## config.mk

```make
export PLATFORM = sky130hd
export DESIGN_NAME = amber_ctrl
export DESIGN_NICKNAME = d
export VERILOG_FILES = /design/src/source/amber_ctrl_pkg.sv /design/src/source/pcc_fetch.sv /design/src/source/priv_mode.sv /design/src/source/csr_read_port.sv /design/src/source/amber_ctrl.sv
export SDC_FILE = /design/constraint.sdc
export NUM_CORES = 1
export LEC_CHECK = 0
export BUFFER_PORTS_ARGS = -buffer_cell sky130_fd_sc_hd__buf_2
export CORE_MARGIN = 5
export CORE_UTILIZATION = 30
export CTS_CLUSTER_DIAMETER = 150
export DETAILED_ROUTE_END_ITERATION = 12
export GPL_ROUTABILITY_DRIVEN = 0
export GPL_TIMING_DRIVEN = 0
export PLACE_DENSITY = 0.5
export SLEW_MARGIN = 20
export SYNTH_ARGS = -nofsm -noshare
export SYNTH_HDL_FRONTEND = slang
export SYNTH_SLANG_ARGS = --single-unit
export TNS_END_PERCENT = 30
```

## constraint.sdc

```tcl
create_clock -name iw_clk -period 15 [get_ports iw_clk]
set_input_delay 0 -clock iw_clk [delete_from_list [all_inputs] [get_ports iw_clk]]
set_output_delay 0 -clock iw_clk [all_outputs]
set_load 0.005 [all_outputs]
```

## src/source/amber_ctrl_pkg.sv

```systemverilog
package amber_ctrl_pkg;

    // ----------------------------------------------------------------------
    // Widths
    // ----------------------------------------------------------------------
    localparam int addr_w    = 48;
    localparam int data_w    = 24;
    localparam int csr_idx_w = 8;

    typedef logic [addr_w-1:0] addr_t;
    typedef logic [data_w-1:0] data_t;

    // ----------------------------------------------------------------------
    // PCC reset window
    // ----------------------------------------------------------------------
    // Default window is 4K BAUs from address 0
    localparam addr_t pcc_len_rst = addr_t'(4096);

    localparam int    pcc_perm_x_bit = 2;
    // Execute only
    localparam data_t pcc_perms_rst  = data_t'(1) << pcc_perm_x_bit;

    // ----------------------------------------------------------------------
    // CSR indices and trap kinds
    // ----------------------------------------------------------------------
    typedef enum logic [csr_idx_w-1:0] {
        csr_status      = 8'h00,
        csr_pcc_base_lo = 8'h10,
        csr_pcc_base_hi = 8'h11,
        csr_pcc_len_lo  = 8'h12,
        csr_pcc_len_hi  = 8'h13,
        csr_pcc_cur_lo  = 8'h14,
        csr_pcc_cur_hi  = 8'h15,
        csr_pcc_perms   = 8'h16,
        csr_pcc_attr    = 8'h17,
        csr_pcc_tag     = 8'h18
    } csr_idx_e;

    // SYSCALL enters kernel, KRET returns to user
    typedef enum logic {
        trap_syscall = 1'b0,
        trap_kret    = 1'b1
    } trap_kind_e;

endpackage

```

## src/source/pcc_fetch.sv

```systemverilog
module pcc_fetch (
    input  logic                          iw_clk,
    input  logic                          iw_rst,

    input  logic                          csr_we,
    input  amber_ctrl_pkg::csr_idx_e      csr_addr,
    input  amber_ctrl_pkg::data_t         csr_wdata,

    input  logic                          branch_taken,
    input  amber_ctrl_pkg::addr_t         branch_pc,
    input  logic                          stall,

    output amber_ctrl_pkg::addr_t         pc,
    output logic                          fetch_fault,

    output amber_ctrl_pkg::addr_t         pcc_base,
    output amber_ctrl_pkg::addr_t         pcc_len,
    output amber_ctrl_pkg::addr_t         pcc_cur,
    output amber_ctrl_pkg::data_t         pcc_perms,
    output amber_ctrl_pkg::data_t         pcc_attr,
    output logic                          pcc_tag
);

    localparam int lo_hi = amber_ctrl_pkg::data_w - 1;
    localparam int hi_lo = amber_ctrl_pkg::data_w;
    localparam int hi_hi = amber_ctrl_pkg::addr_w - 1;

    amber_ctrl_pkg::addr_t pcc_end;
    logic                  in_bounds;
    logic                  fetch_ok;

    // ----------------------------------------------------------------------
    // Fetch permission
    // ----------------------------------------------------------------------
    // End of window wraps at 48 bits like the core datapath
    assign pcc_end     = pcc_base + pcc_len;
    assign in_bounds   = (pc >= pcc_base) && (pc < pcc_end);
    assign fetch_ok    = pcc_tag && pcc_perms[amber_ctrl_pkg::pcc_perm_x_bit] && in_bounds;
    assign fetch_fault = !fetch_ok;

    // ----------------------------------------------------------------------
    // Fetch PC
    // ----------------------------------------------------------------------
    // Redirect beats stall; a PCC violation holds the PC
    always_ff @(posedge iw_clk or posedge iw_rst) begin
        if (iw_rst) begin
            pc <= '0;
        end else if (branch_taken) begin
            pc <= branch_pc;
        end else if (!stall && fetch_ok) begin
            pc <= pc + amber_ctrl_pkg::addr_t'(1);
        end
    end

    // ----------------------------------------------------------------------
    // PCC window
    // ----------------------------------------------------------------------
    always_ff @(posedge iw_clk or posedge iw_rst) begin
        if (iw_rst) begin
            pcc_base  <= '0;
            pcc_len   <= amber_ctrl_pkg::pcc_len_rst;
            pcc_cur   <= '0;
            pcc_perms <= amber_ctrl_pkg::pcc_perms_rst;
            pcc_attr  <= '0;
            pcc_tag   <= 1'b1;
        end else begin
            // Cursor follows the PC unless software writes a half of it
            pcc_cur <= pc;
            if (csr_we) begin
                case (csr_addr)
                    amber_ctrl_pkg::csr_pcc_base_lo: pcc_base[lo_hi:0]     <= csr_wdata;
                    amber_ctrl_pkg::csr_pcc_base_hi: pcc_base[hi_hi:hi_lo] <= csr_wdata;
                    amber_ctrl_pkg::csr_pcc_len_lo:  pcc_len[lo_hi:0]      <= csr_wdata;
                    amber_ctrl_pkg::csr_pcc_len_hi:  pcc_len[hi_hi:hi_lo]  <= csr_wdata;
                    amber_ctrl_pkg::csr_pcc_cur_lo:  pcc_cur[lo_hi:0]      <= csr_wdata;
                    amber_ctrl_pkg::csr_pcc_cur_hi:  pcc_cur[hi_hi:hi_lo]  <= csr_wdata;
                    amber_ctrl_pkg::csr_pcc_perms:   pcc_perms             <= csr_wdata;
                    amber_ctrl_pkg::csr_pcc_attr:    pcc_attr              <= csr_wdata;
                    amber_ctrl_pkg::csr_pcc_tag:     pcc_tag               <= csr_wdata[0];
                    default: begin
                    end
                endcase
            end
        end
    end

endmodule

```

## src/source/priv_mode.sv

```systemverilog
module priv_mode (
    input  logic                          iw_clk,
    input  logic                          iw_rst,

    input  logic                          csr_we,
    input  amber_ctrl_pkg::csr_idx_e      csr_addr,
    input  amber_ctrl_pkg::data_t         csr_wdata,

    input  logic                          trap_taken,
    input  amber_ctrl_pkg::trap_kind_e    trap_kind,

    output logic                          mode_kernel
);

    logic status_wr;

    // Only kernel code may rewrite the mode through STATUS
    assign status_wr = csr_we && (csr_addr == amber_ctrl_pkg::csr_status) && mode_kernel;

    // 1 = kernel, 0 = user
    always_ff @(posedge iw_clk or posedge iw_rst) begin
        if (iw_rst) begin
            mode_kernel <= 1'b1;
        end else if (trap_taken) begin
            // Trap entry and return take priority over a STATUS write
            case (trap_kind)
                amber_ctrl_pkg::trap_syscall: mode_kernel <= 1'b1;
                amber_ctrl_pkg::trap_kret:    mode_kernel <= 1'b0;
                default:                      mode_kernel <= mode_kernel;
            endcase
        end else if (status_wr) begin
            mode_kernel <= csr_wdata[0];
        end
    end

endmodule

```

## src/source/csr_read_port.sv

```systemverilog
module csr_read_port (
    input  logic                          iw_clk,
    input  logic                          iw_rst,

    input  logic                          rd_en,
    input  amber_ctrl_pkg::csr_idx_e      rd_addr,

    input  amber_ctrl_pkg::addr_t         pcc_base,
    input  amber_ctrl_pkg::addr_t         pcc_len,
    input  amber_ctrl_pkg::addr_t         pcc_cur,
    input  amber_ctrl_pkg::data_t         pcc_perms,
    input  amber_ctrl_pkg::data_t         pcc_attr,
    input  logic                          pcc_tag,
    input  logic                          mode_kernel,

    output logic                          rd_valid,
    output amber_ctrl_pkg::data_t         rd_data
);

    localparam int lo_hi = amber_ctrl_pkg::data_w - 1;
    localparam int hi_lo = amber_ctrl_pkg::data_w;
    localparam int hi_hi = amber_ctrl_pkg::addr_w - 1;

    amber_ctrl_pkg::data_t rd_sel;

    // ----------------------------------------------------------------------
    // Read select
    // ----------------------------------------------------------------------
    // STATUS shows the live mode bit
    always_comb begin
        rd_sel = '0;
        case (rd_addr)
            amber_ctrl_pkg::csr_status:      rd_sel = {{lo_hi{1'b0}}, mode_kernel};
            amber_ctrl_pkg::csr_pcc_base_lo: rd_sel = pcc_base[lo_hi:0];
            amber_ctrl_pkg::csr_pcc_base_hi: rd_sel = pcc_base[hi_hi:hi_lo];
            amber_ctrl_pkg::csr_pcc_len_lo:  rd_sel = pcc_len[lo_hi:0];
            amber_ctrl_pkg::csr_pcc_len_hi:  rd_sel = pcc_len[hi_hi:hi_lo];
            amber_ctrl_pkg::csr_pcc_cur_lo:  rd_sel = pcc_cur[lo_hi:0];
            amber_ctrl_pkg::csr_pcc_cur_hi:  rd_sel = pcc_cur[hi_hi:hi_lo];
            amber_ctrl_pkg::csr_pcc_perms:   rd_sel = pcc_perms;
            amber_ctrl_pkg::csr_pcc_attr:    rd_sel = pcc_attr;
            amber_ctrl_pkg::csr_pcc_tag:     rd_sel = {{lo_hi{1'b0}}, pcc_tag};
            // Unmapped indices read as zero
            default:                         rd_sel = '0;
        endcase
    end

    // ----------------------------------------------------------------------
    // Read register
    // ----------------------------------------------------------------------
    always_ff @(posedge iw_clk or posedge iw_rst) begin
        if (iw_rst) begin
            rd_valid <= 1'b0;
            rd_data  <= '0;
        end else begin
            rd_valid <= rd_en;
            if (rd_en) begin
                rd_data <= rd_sel;
            end
        end
    end

endmodule

```

## src/source/amber_ctrl.sv

```systemverilog
module amber_ctrl (
    input  logic                          iw_clk,
    input  logic                          iw_rst,

    // Retired CSR writes from writeback
    input  logic                          csr_we,
    input  amber_ctrl_pkg::csr_idx_e      csr_addr,
    input  amber_ctrl_pkg::data_t         csr_wdata,

    input  logic                          trap_taken,
    input  amber_ctrl_pkg::trap_kind_e    trap_kind,

    input  logic                          branch_taken,
    input  amber_ctrl_pkg::addr_t         branch_pc,
    // Combined hazard and cache stall
    input  logic                          stall,

    input  logic                          rd_en,
    input  amber_ctrl_pkg::csr_idx_e      rd_addr,

    output amber_ctrl_pkg::addr_t         pc,
    output logic                          fetch_fault,
    output logic                          mode_kernel,
    output logic                          rd_valid,
    output amber_ctrl_pkg::data_t         rd_data
);

    amber_ctrl_pkg::addr_t pcc_base;
    amber_ctrl_pkg::addr_t pcc_len;
    amber_ctrl_pkg::addr_t pcc_cur;
    amber_ctrl_pkg::data_t pcc_perms;
    amber_ctrl_pkg::data_t pcc_attr;
    logic                  pcc_tag;

    pcc_fetch u_pcc_fetch (
        .iw_clk       (iw_clk),
        .iw_rst       (iw_rst),
        .csr_we       (csr_we),
        .csr_addr     (csr_addr),
        .csr_wdata    (csr_wdata),
        .branch_taken (branch_taken),
        .branch_pc    (branch_pc),
        .stall        (stall),
        .pc           (pc),
        .fetch_fault  (fetch_fault),
        .pcc_base     (pcc_base),
        .pcc_len      (pcc_len),
        .pcc_cur      (pcc_cur),
        .pcc_perms    (pcc_perms),
        .pcc_attr     (pcc_attr),
        .pcc_tag      (pcc_tag)
    );

    priv_mode u_priv_mode (
        .iw_clk       (iw_clk),
        .iw_rst       (iw_rst),
        .csr_we       (csr_we),
        .csr_addr     (csr_addr),
        .csr_wdata    (csr_wdata),
        .trap_taken   (trap_taken),
        .trap_kind    (trap_kind),
        .mode_kernel  (mode_kernel)
    );

    csr_read_port u_csr_read_port (
        .iw_clk       (iw_clk),
        .iw_rst       (iw_rst),
        .rd_en        (rd_en),
        .rd_addr      (rd_addr),
        .pcc_base     (pcc_base),
        .pcc_len      (pcc_len),
        .pcc_cur      (pcc_cur),
        .pcc_perms    (pcc_perms),
        .pcc_attr     (pcc_attr),
        .pcc_tag      (pcc_tag),
        .mode_kernel  (mode_kernel),
        .rd_valid     (rd_valid),
        .rd_data      (rd_data)
    );

endmodule

```

Word-level counts from Yosys, hierarchy flattened
Cells that the tools add are included.

Register bits after elaboration: 267. Input port bits: 96. Output and inout port bits: 75. Logic and storage cells: 63.

Add/subtract/negate cells: 2. Magnitude comparators: 2. Equality and inequality tests: 18. Multiplexer cells: 9. Bitwise operators: 1. Reductions and logical operators: 19.

Operator list (count): $pmux W24 S10 (1); $eq A8 B5 Y1 const B (18); $mux W48 (3); $add A48 B1 Y48 const B (1); $add A48 B48 Y48 (1); $ge A48 B48 Y1 (1); $lt A48 B48 Y1 (1); $mux W24 (2); $logic_not A8 Y1 (2); $reduce_and A2 Y1 (7); $logic_and A1 B1 Y1 (6); $reduce_bool A2 Y1 (2); $logic_not A1 Y1 (2); $mux W1 (2); $pmux W1 S2 (1); $not A1 Y1 (1).

Longest topological paths before layout
Depth in word-level cells: 7. Depth in mapped cells: 24. Depth with buffers taken out: 22.

By module
A second synthesis with hierarchy kept.

Cells, all modules: 1599. Area, all modules: 17180.2 um^2.

By module, submodules not included: pcc_fetch (instances 1, cells an instance 1410, area each 14735.4 um^2, sequential area each 6034.5 um^2); csr_read_port (instances 1, cells an instance 181, area each 2373.5 um^2, sequential area each 625.6 um^2); priv_mode (instances 1, cells an instance 8, area each 71.3 um^2, sequential area each 26.3 um^2).

Least setup slack after synthesis
OpenSTA, ideal clock, no wires.

Path kind: register to register. Start: register u_pcc_fetch.pcc_base[11]. End: register u_pcc_fetch.pc[29]. Library setup time: 0.069 ns. Data arrival time: 4.617 ns. Data required time: 14.931 ns. Path slack: 10.314 ns. Cell stages (with the launch flop): 23. Clock period less this slack: 4.686 ns. Path through: dfrtp_1 > ha_1 > clkbuf_1 > nand3_1 > nor2_1 > o2111a_1 > nor3_1 > o311ai_0 > a31oi_1 > nand2b_1 > o21bai_1 > xnor2_1 > ha_1 > a21o_1 > a21o_1 > a21oi_1 > nor2_1 > nor3_2 > nand3_1 > or4b_1 > buf_2 > or4_1 > nand3_1.

Cells in the longest elaborated chain, start to end: 6. Elaborated cells on any way between the ends: 7.

Ends and longest elaborated chain: start, declared (RTL line pcc_fetch.sv:16) `output amber_ctrl_pkg::addr_t pcc_base,`; start signal, assigned by index (RTL line pcc_fetch.sv:71) `amber_ctrl_pkg::csr_pcc_base_lo: pcc_base[lo_hi:0] <= csr_wdata;`; start signal, assigned by index (RTL line pcc_fetch.sv:72) `amber_ctrl_pkg::csr_pcc_base_hi: pcc_base[hi_hi:hi_lo] <= csr_wdata;`; $add A48 B48 Y48 (RTL line pcc_fetch.sv:36) `assign pcc_end = pcc_base + pcc_len;`; $lt A48 B48 Y1 (RTL line pcc_fetch.sv:37) `assign in_bounds = (pc >= pcc_base) && (pc < pcc_end);`; $logic_and A1 B1 Y1 * (RTL line pcc_fetch.sv:37); $logic_and A1 B1 Y1 * (RTL line pcc_fetch.sv:38) `assign fetch_ok = pcc_tag && pcc_perms[amber_ctrl_pkg::pcc_perm_x_bit] && in_bounds;`; $logic_and A1 B1 Y1 * (RTL line pcc_fetch.sv:50) `end else if (!stall && fetch_ok) begin`; $reduce_bool A2 Y1 (no source line) *; end signal, assigned (RTL line pcc_fetch.sv:49) `pc <= branch_pc;`; end signal, assigned (RTL line pcc_fetch.sv:51) `pc <= pc + amber_ctrl_pkg::addr_t'(1);`; end, declared (RTL line pcc_fetch.sv:13) `output amber_ctrl_pkg::addr_t pc,`.

Every way passes the cells marked *; elsewhere a longest branch is shown, timed or not. A chain may end at the register's enable or synchronous reset.

Worst setup path after layout
Start: register u_pcc_fetch.pcc_base[0]. End: register u_pcc_fetch.pc[35].

The elaborated chain is that of the path after synthesis.

==> reports/qor.txt <==
CTS Buf Count: 31
Hold EP: u_csr_read_port.rd_data[0]
Post-Synth XOR/XNOR Area: 0.0239
CTS tree: done
Iteration-0 DRC Markers: 1030
Residual DRC: 0
Setup_tns: 0 ns
Die area: 0.0611 mm²
Ys async rst share: 1.00
Pwr per Cell Area: 110 mW/mm²
Distinct cells, synth: 74
Largest family of logic cells by synthesized area: compound AO/OA/AOI/OAI gates
Max Slew Vio Count: 0
Startpoint types: flip-flop
Clk buf depth: 3
Final min period: 7.16 ns
Post-synth top area share: 0.390
Class of the worst hold path: primary input to flip-flop
Number of synthesized register bits: 267
Routed vias: 15300
RSZ-0062 raised after global routing: no
Layout cell share with drive strength beyond 1: 0.205
Mux share of post-synthesis cell area: 0.102
CTS sink count: 267
Synth area leaders: dfrtp_1, ha_1, mux2_2
Vias per cell: 5.51
Final hold violations: 0
Die Ht: 247 µm
Setup violators final: 0
Peak supply drop: 0.0843 mV
Initial Utilization: 0.301
Adder-Cell Fraction of Synth Area: 0.107
CTS root buffer: clkbuf_16
Syn Area/Cell: 9.92 µm²
Compound-cell area share of the yosys netlist: 0.193
LEAKAGE: 9.89 nW
Clock Latency Late Sink: 0.58 ns
Synth warnings: 0
Die Wd: 247 µm
Max frequency: 0.140 GHz
Reg2reg start: u_pcc_fetch.pcc_base[0]
Register area share after synthesis: 0.396
Arr. time, crit path: 7.67 ns
FF-to-FF End: u_pcc_fetch.pc[35]
Post-CTS setup repair buffer count: 0
Number of synthesized flops with an enable pin: 0
Post-DRT Antenna Nets: 0
Clk slew on worst S/H paths: 0.06 ns
Initial antenna violation count: 4
Simple logic cell fraction of the synthesized area: 0.140
Most used DFF post-synth: dfrtp_1
Worst-Margin Slew: 1.27 ns
Outcome: finished, final reports clean
Final hold slack: 0.00664 ns
Port Buffers: 166
Maximum fanout along the worst path: 10
Yosys top cell by area: dfrtp_1
DRT Wirelength: 67800 µm
Synthesized cell area: 0.0169 mm²
Global-route wire length before repair: 100000 µm
Most frequent cells in the layout: dfrtp_1, buf_2, mux2_2
Fin nets: 2232
Fillers: 5671
H-Tree Level Count: 1
Grt ovf: 0
Core Box Area: 0.0561 mm²
Area grow syn2layout: 22.4%
Setup crit end kind: flip-flop
Pre-Repair DR Iteration Count: 7
Relative slew slack: 0.150
Gr usage total: 0.218
Period utilization: 0.477
FF-to-FF setup slack: 7.84 ns
CTS resizes: 0
Commonest non-fill, non-tap cell in the layout: dfrtp_1
Mapped Cells: 1701
Vias in the first global route: 15400
IO Count: 171
Max-cap violations: 0
Final Skew: 0.00969 ns
R2R cell count: 24
Dpl hpwl: 51100 µm
Worst min-delay path startpoint: rd_addr[6]
Hold Path Depth: 6
Core Rows: 87
Data required, critical path: 15.51 ns
Hold buffers post-CTS: 89
Largest net degree at the start of global routing: 95
Avg WL per Cell: 24.5 µm
Crit Path Category: flip-flop to flip-flop
Synth Net Count: 1941
-- per-layer routing --
metal,share of wire,GRT usage,up-vias,routed length (µm)
li1,-,-,6977,-
met1,0.43,0.289,7681,29100
met2,0.47,0.363,496,31800
met3,0.064,0.0355,125,4370
met4,0.037,0.0709,4,2520
met5,0.00031,0,-,21
-- how the worst max path moves through the flow --
stage	cells past startpoint	start	endpoint	slack, ns
after floorplan	1	iw_rst	u_csr_read_port.rd_data[0]	7.65
after global placement	2	iw_rst	u_pcc_fetch.pcc_len[3]	4.15
after detailed placement	23	u_pcc_fetch.pcc_base[0]	u_pcc_fetch.pc[31]	8.47
after CTS	24	u_pcc_fetch.pcc_base[0]	u_pcc_fetch.pc[31]	7.91
after global routing	24	u_pcc_fetch.pcc_base[0]	u_pcc_fetch.pc[31]	7.43
final	24	u_pcc_fetch.pcc_base[0]	u_pcc_fetch.pc[35]	7.84
-- cell type report --
class                      instances  area, µm²  share of cell area
multi-input combinational       1273       9550               0.462
tap                              756        946              0.0458
clock inverter                     9       98.8             0.00479
antenna                            1       2.50            0.000121
buffer                            81        349              0.0169
sequential                       267       6690               0.324
clock buffer                      47        916              0.0443
timing repair buffer             258       1800              0.0873
inverter                          80        308              0.0149
-- cells by family (layout without fill, tap and decap cells) --
logic type               after synthesis  in the layout
AO/OA/AOI/OAI                        470            470
AND/OR/NAND/NOR                      459            459
flip-flops                           267            267
buffers and inverters                161            475
multiplexers                         154            154
adder cells (fa/ha/maj)              144            144
XOR/XNOR                              46             46
other                                  0              1
-- cells in the mapped netlist (all sizes together), types with 4 or more instances --
cell type,number
xnor2,26
a211o,8
o311ai,5
a22o,49
nand2,139
xor2,20
and4,5
a22oi,9
nor2,79
o31ai,5
nor4,9
o211ai,25
or3,6
nor3b,8
and3,17
or4,14
mux2i,8
inv,80
or2,5
nor3,35
a31oi,40
a221o,6
o21a,5
a21oi,77
nand2b,15
o21bai,8
nand4,44
mux2,146
clkbuf,63
nand3b,5
dfrtp,263
a221oi,47
ha,143
nor2b,13
a21o,78
nand3,56
buf,18
dfstp,4
o21ai,85
-- critical path, cell delays in order (launching register included) --
cell and delay [ns]:
dfrtp_1 0.45, ha_1 0.22, inv_1 0.06, fa_1 0.41, nor2b_1 0.16, o31a_1 0.24
o211ai_1 0.15, a211oi_1 0.51, o21ai_0 0.23, a21o_1 0.21, nand2_1 0.26, a31oi_1 0.19
xor2_1 0.18, ha_1 0.30, nand4_1 0.17, or3_1 0.50, nor4_1 0.52, nand2_1 0.10
o21ai_1 0.29, or3_1 0.20, clkbuf_1 0.38, clkbuf_1 0.50, o211ai_1 0.17, nand3_1 0.12
dlygate4sd3_1 0.57
-- power breakdown --
| group | total, mW | switching, mW | internal [mW] | leakage (nW) |
|---|---|---|---|---|
| Clock | 0.766 | 0.314 | 0.451 | 0.505 |
| Sequential | 0.850 | 0.0770 | 0.773 | 3.23 |
| Combinational | 0.660 | 0.370 | 0.290 | 6.16 |
-- stage by stage --
step	utilization	power [mW]	area, µm²	worst slack [ns]	std cells
after floorplan	-	1.27	16900	7.65	1701
after global placement	0.333	1.47	18600	4.15	2623
final	0.368	2.28	20700	7.84	2772
after CTS	0.368	2.29	20600	7.91	2771
after detailed placement	0.334	1.49	18700	8.47	2626
after global routing	0.368	2.40	20700	7.43	2771
-- flip-flops by register name, indices dropped and copies added, names as in the netlist --
register and count:
u_pcc_fetch.pcc_len 48, u_pcc_fetch.pcc_base 48, u_pcc_fetch.pcc_attr 24, u_csr_read_port.rd_data 24, u_csr_read_port.rd_valid 1, u_pcc_fetch.pcc_tag 1, u_pcc_fetch.pc 48, u_pcc_fetch.pcc_perms 24
u_pcc_fetch.pcc_cur 48, u_priv_mode.mode_kernel 1
Power figures use the tool's default switching activity.
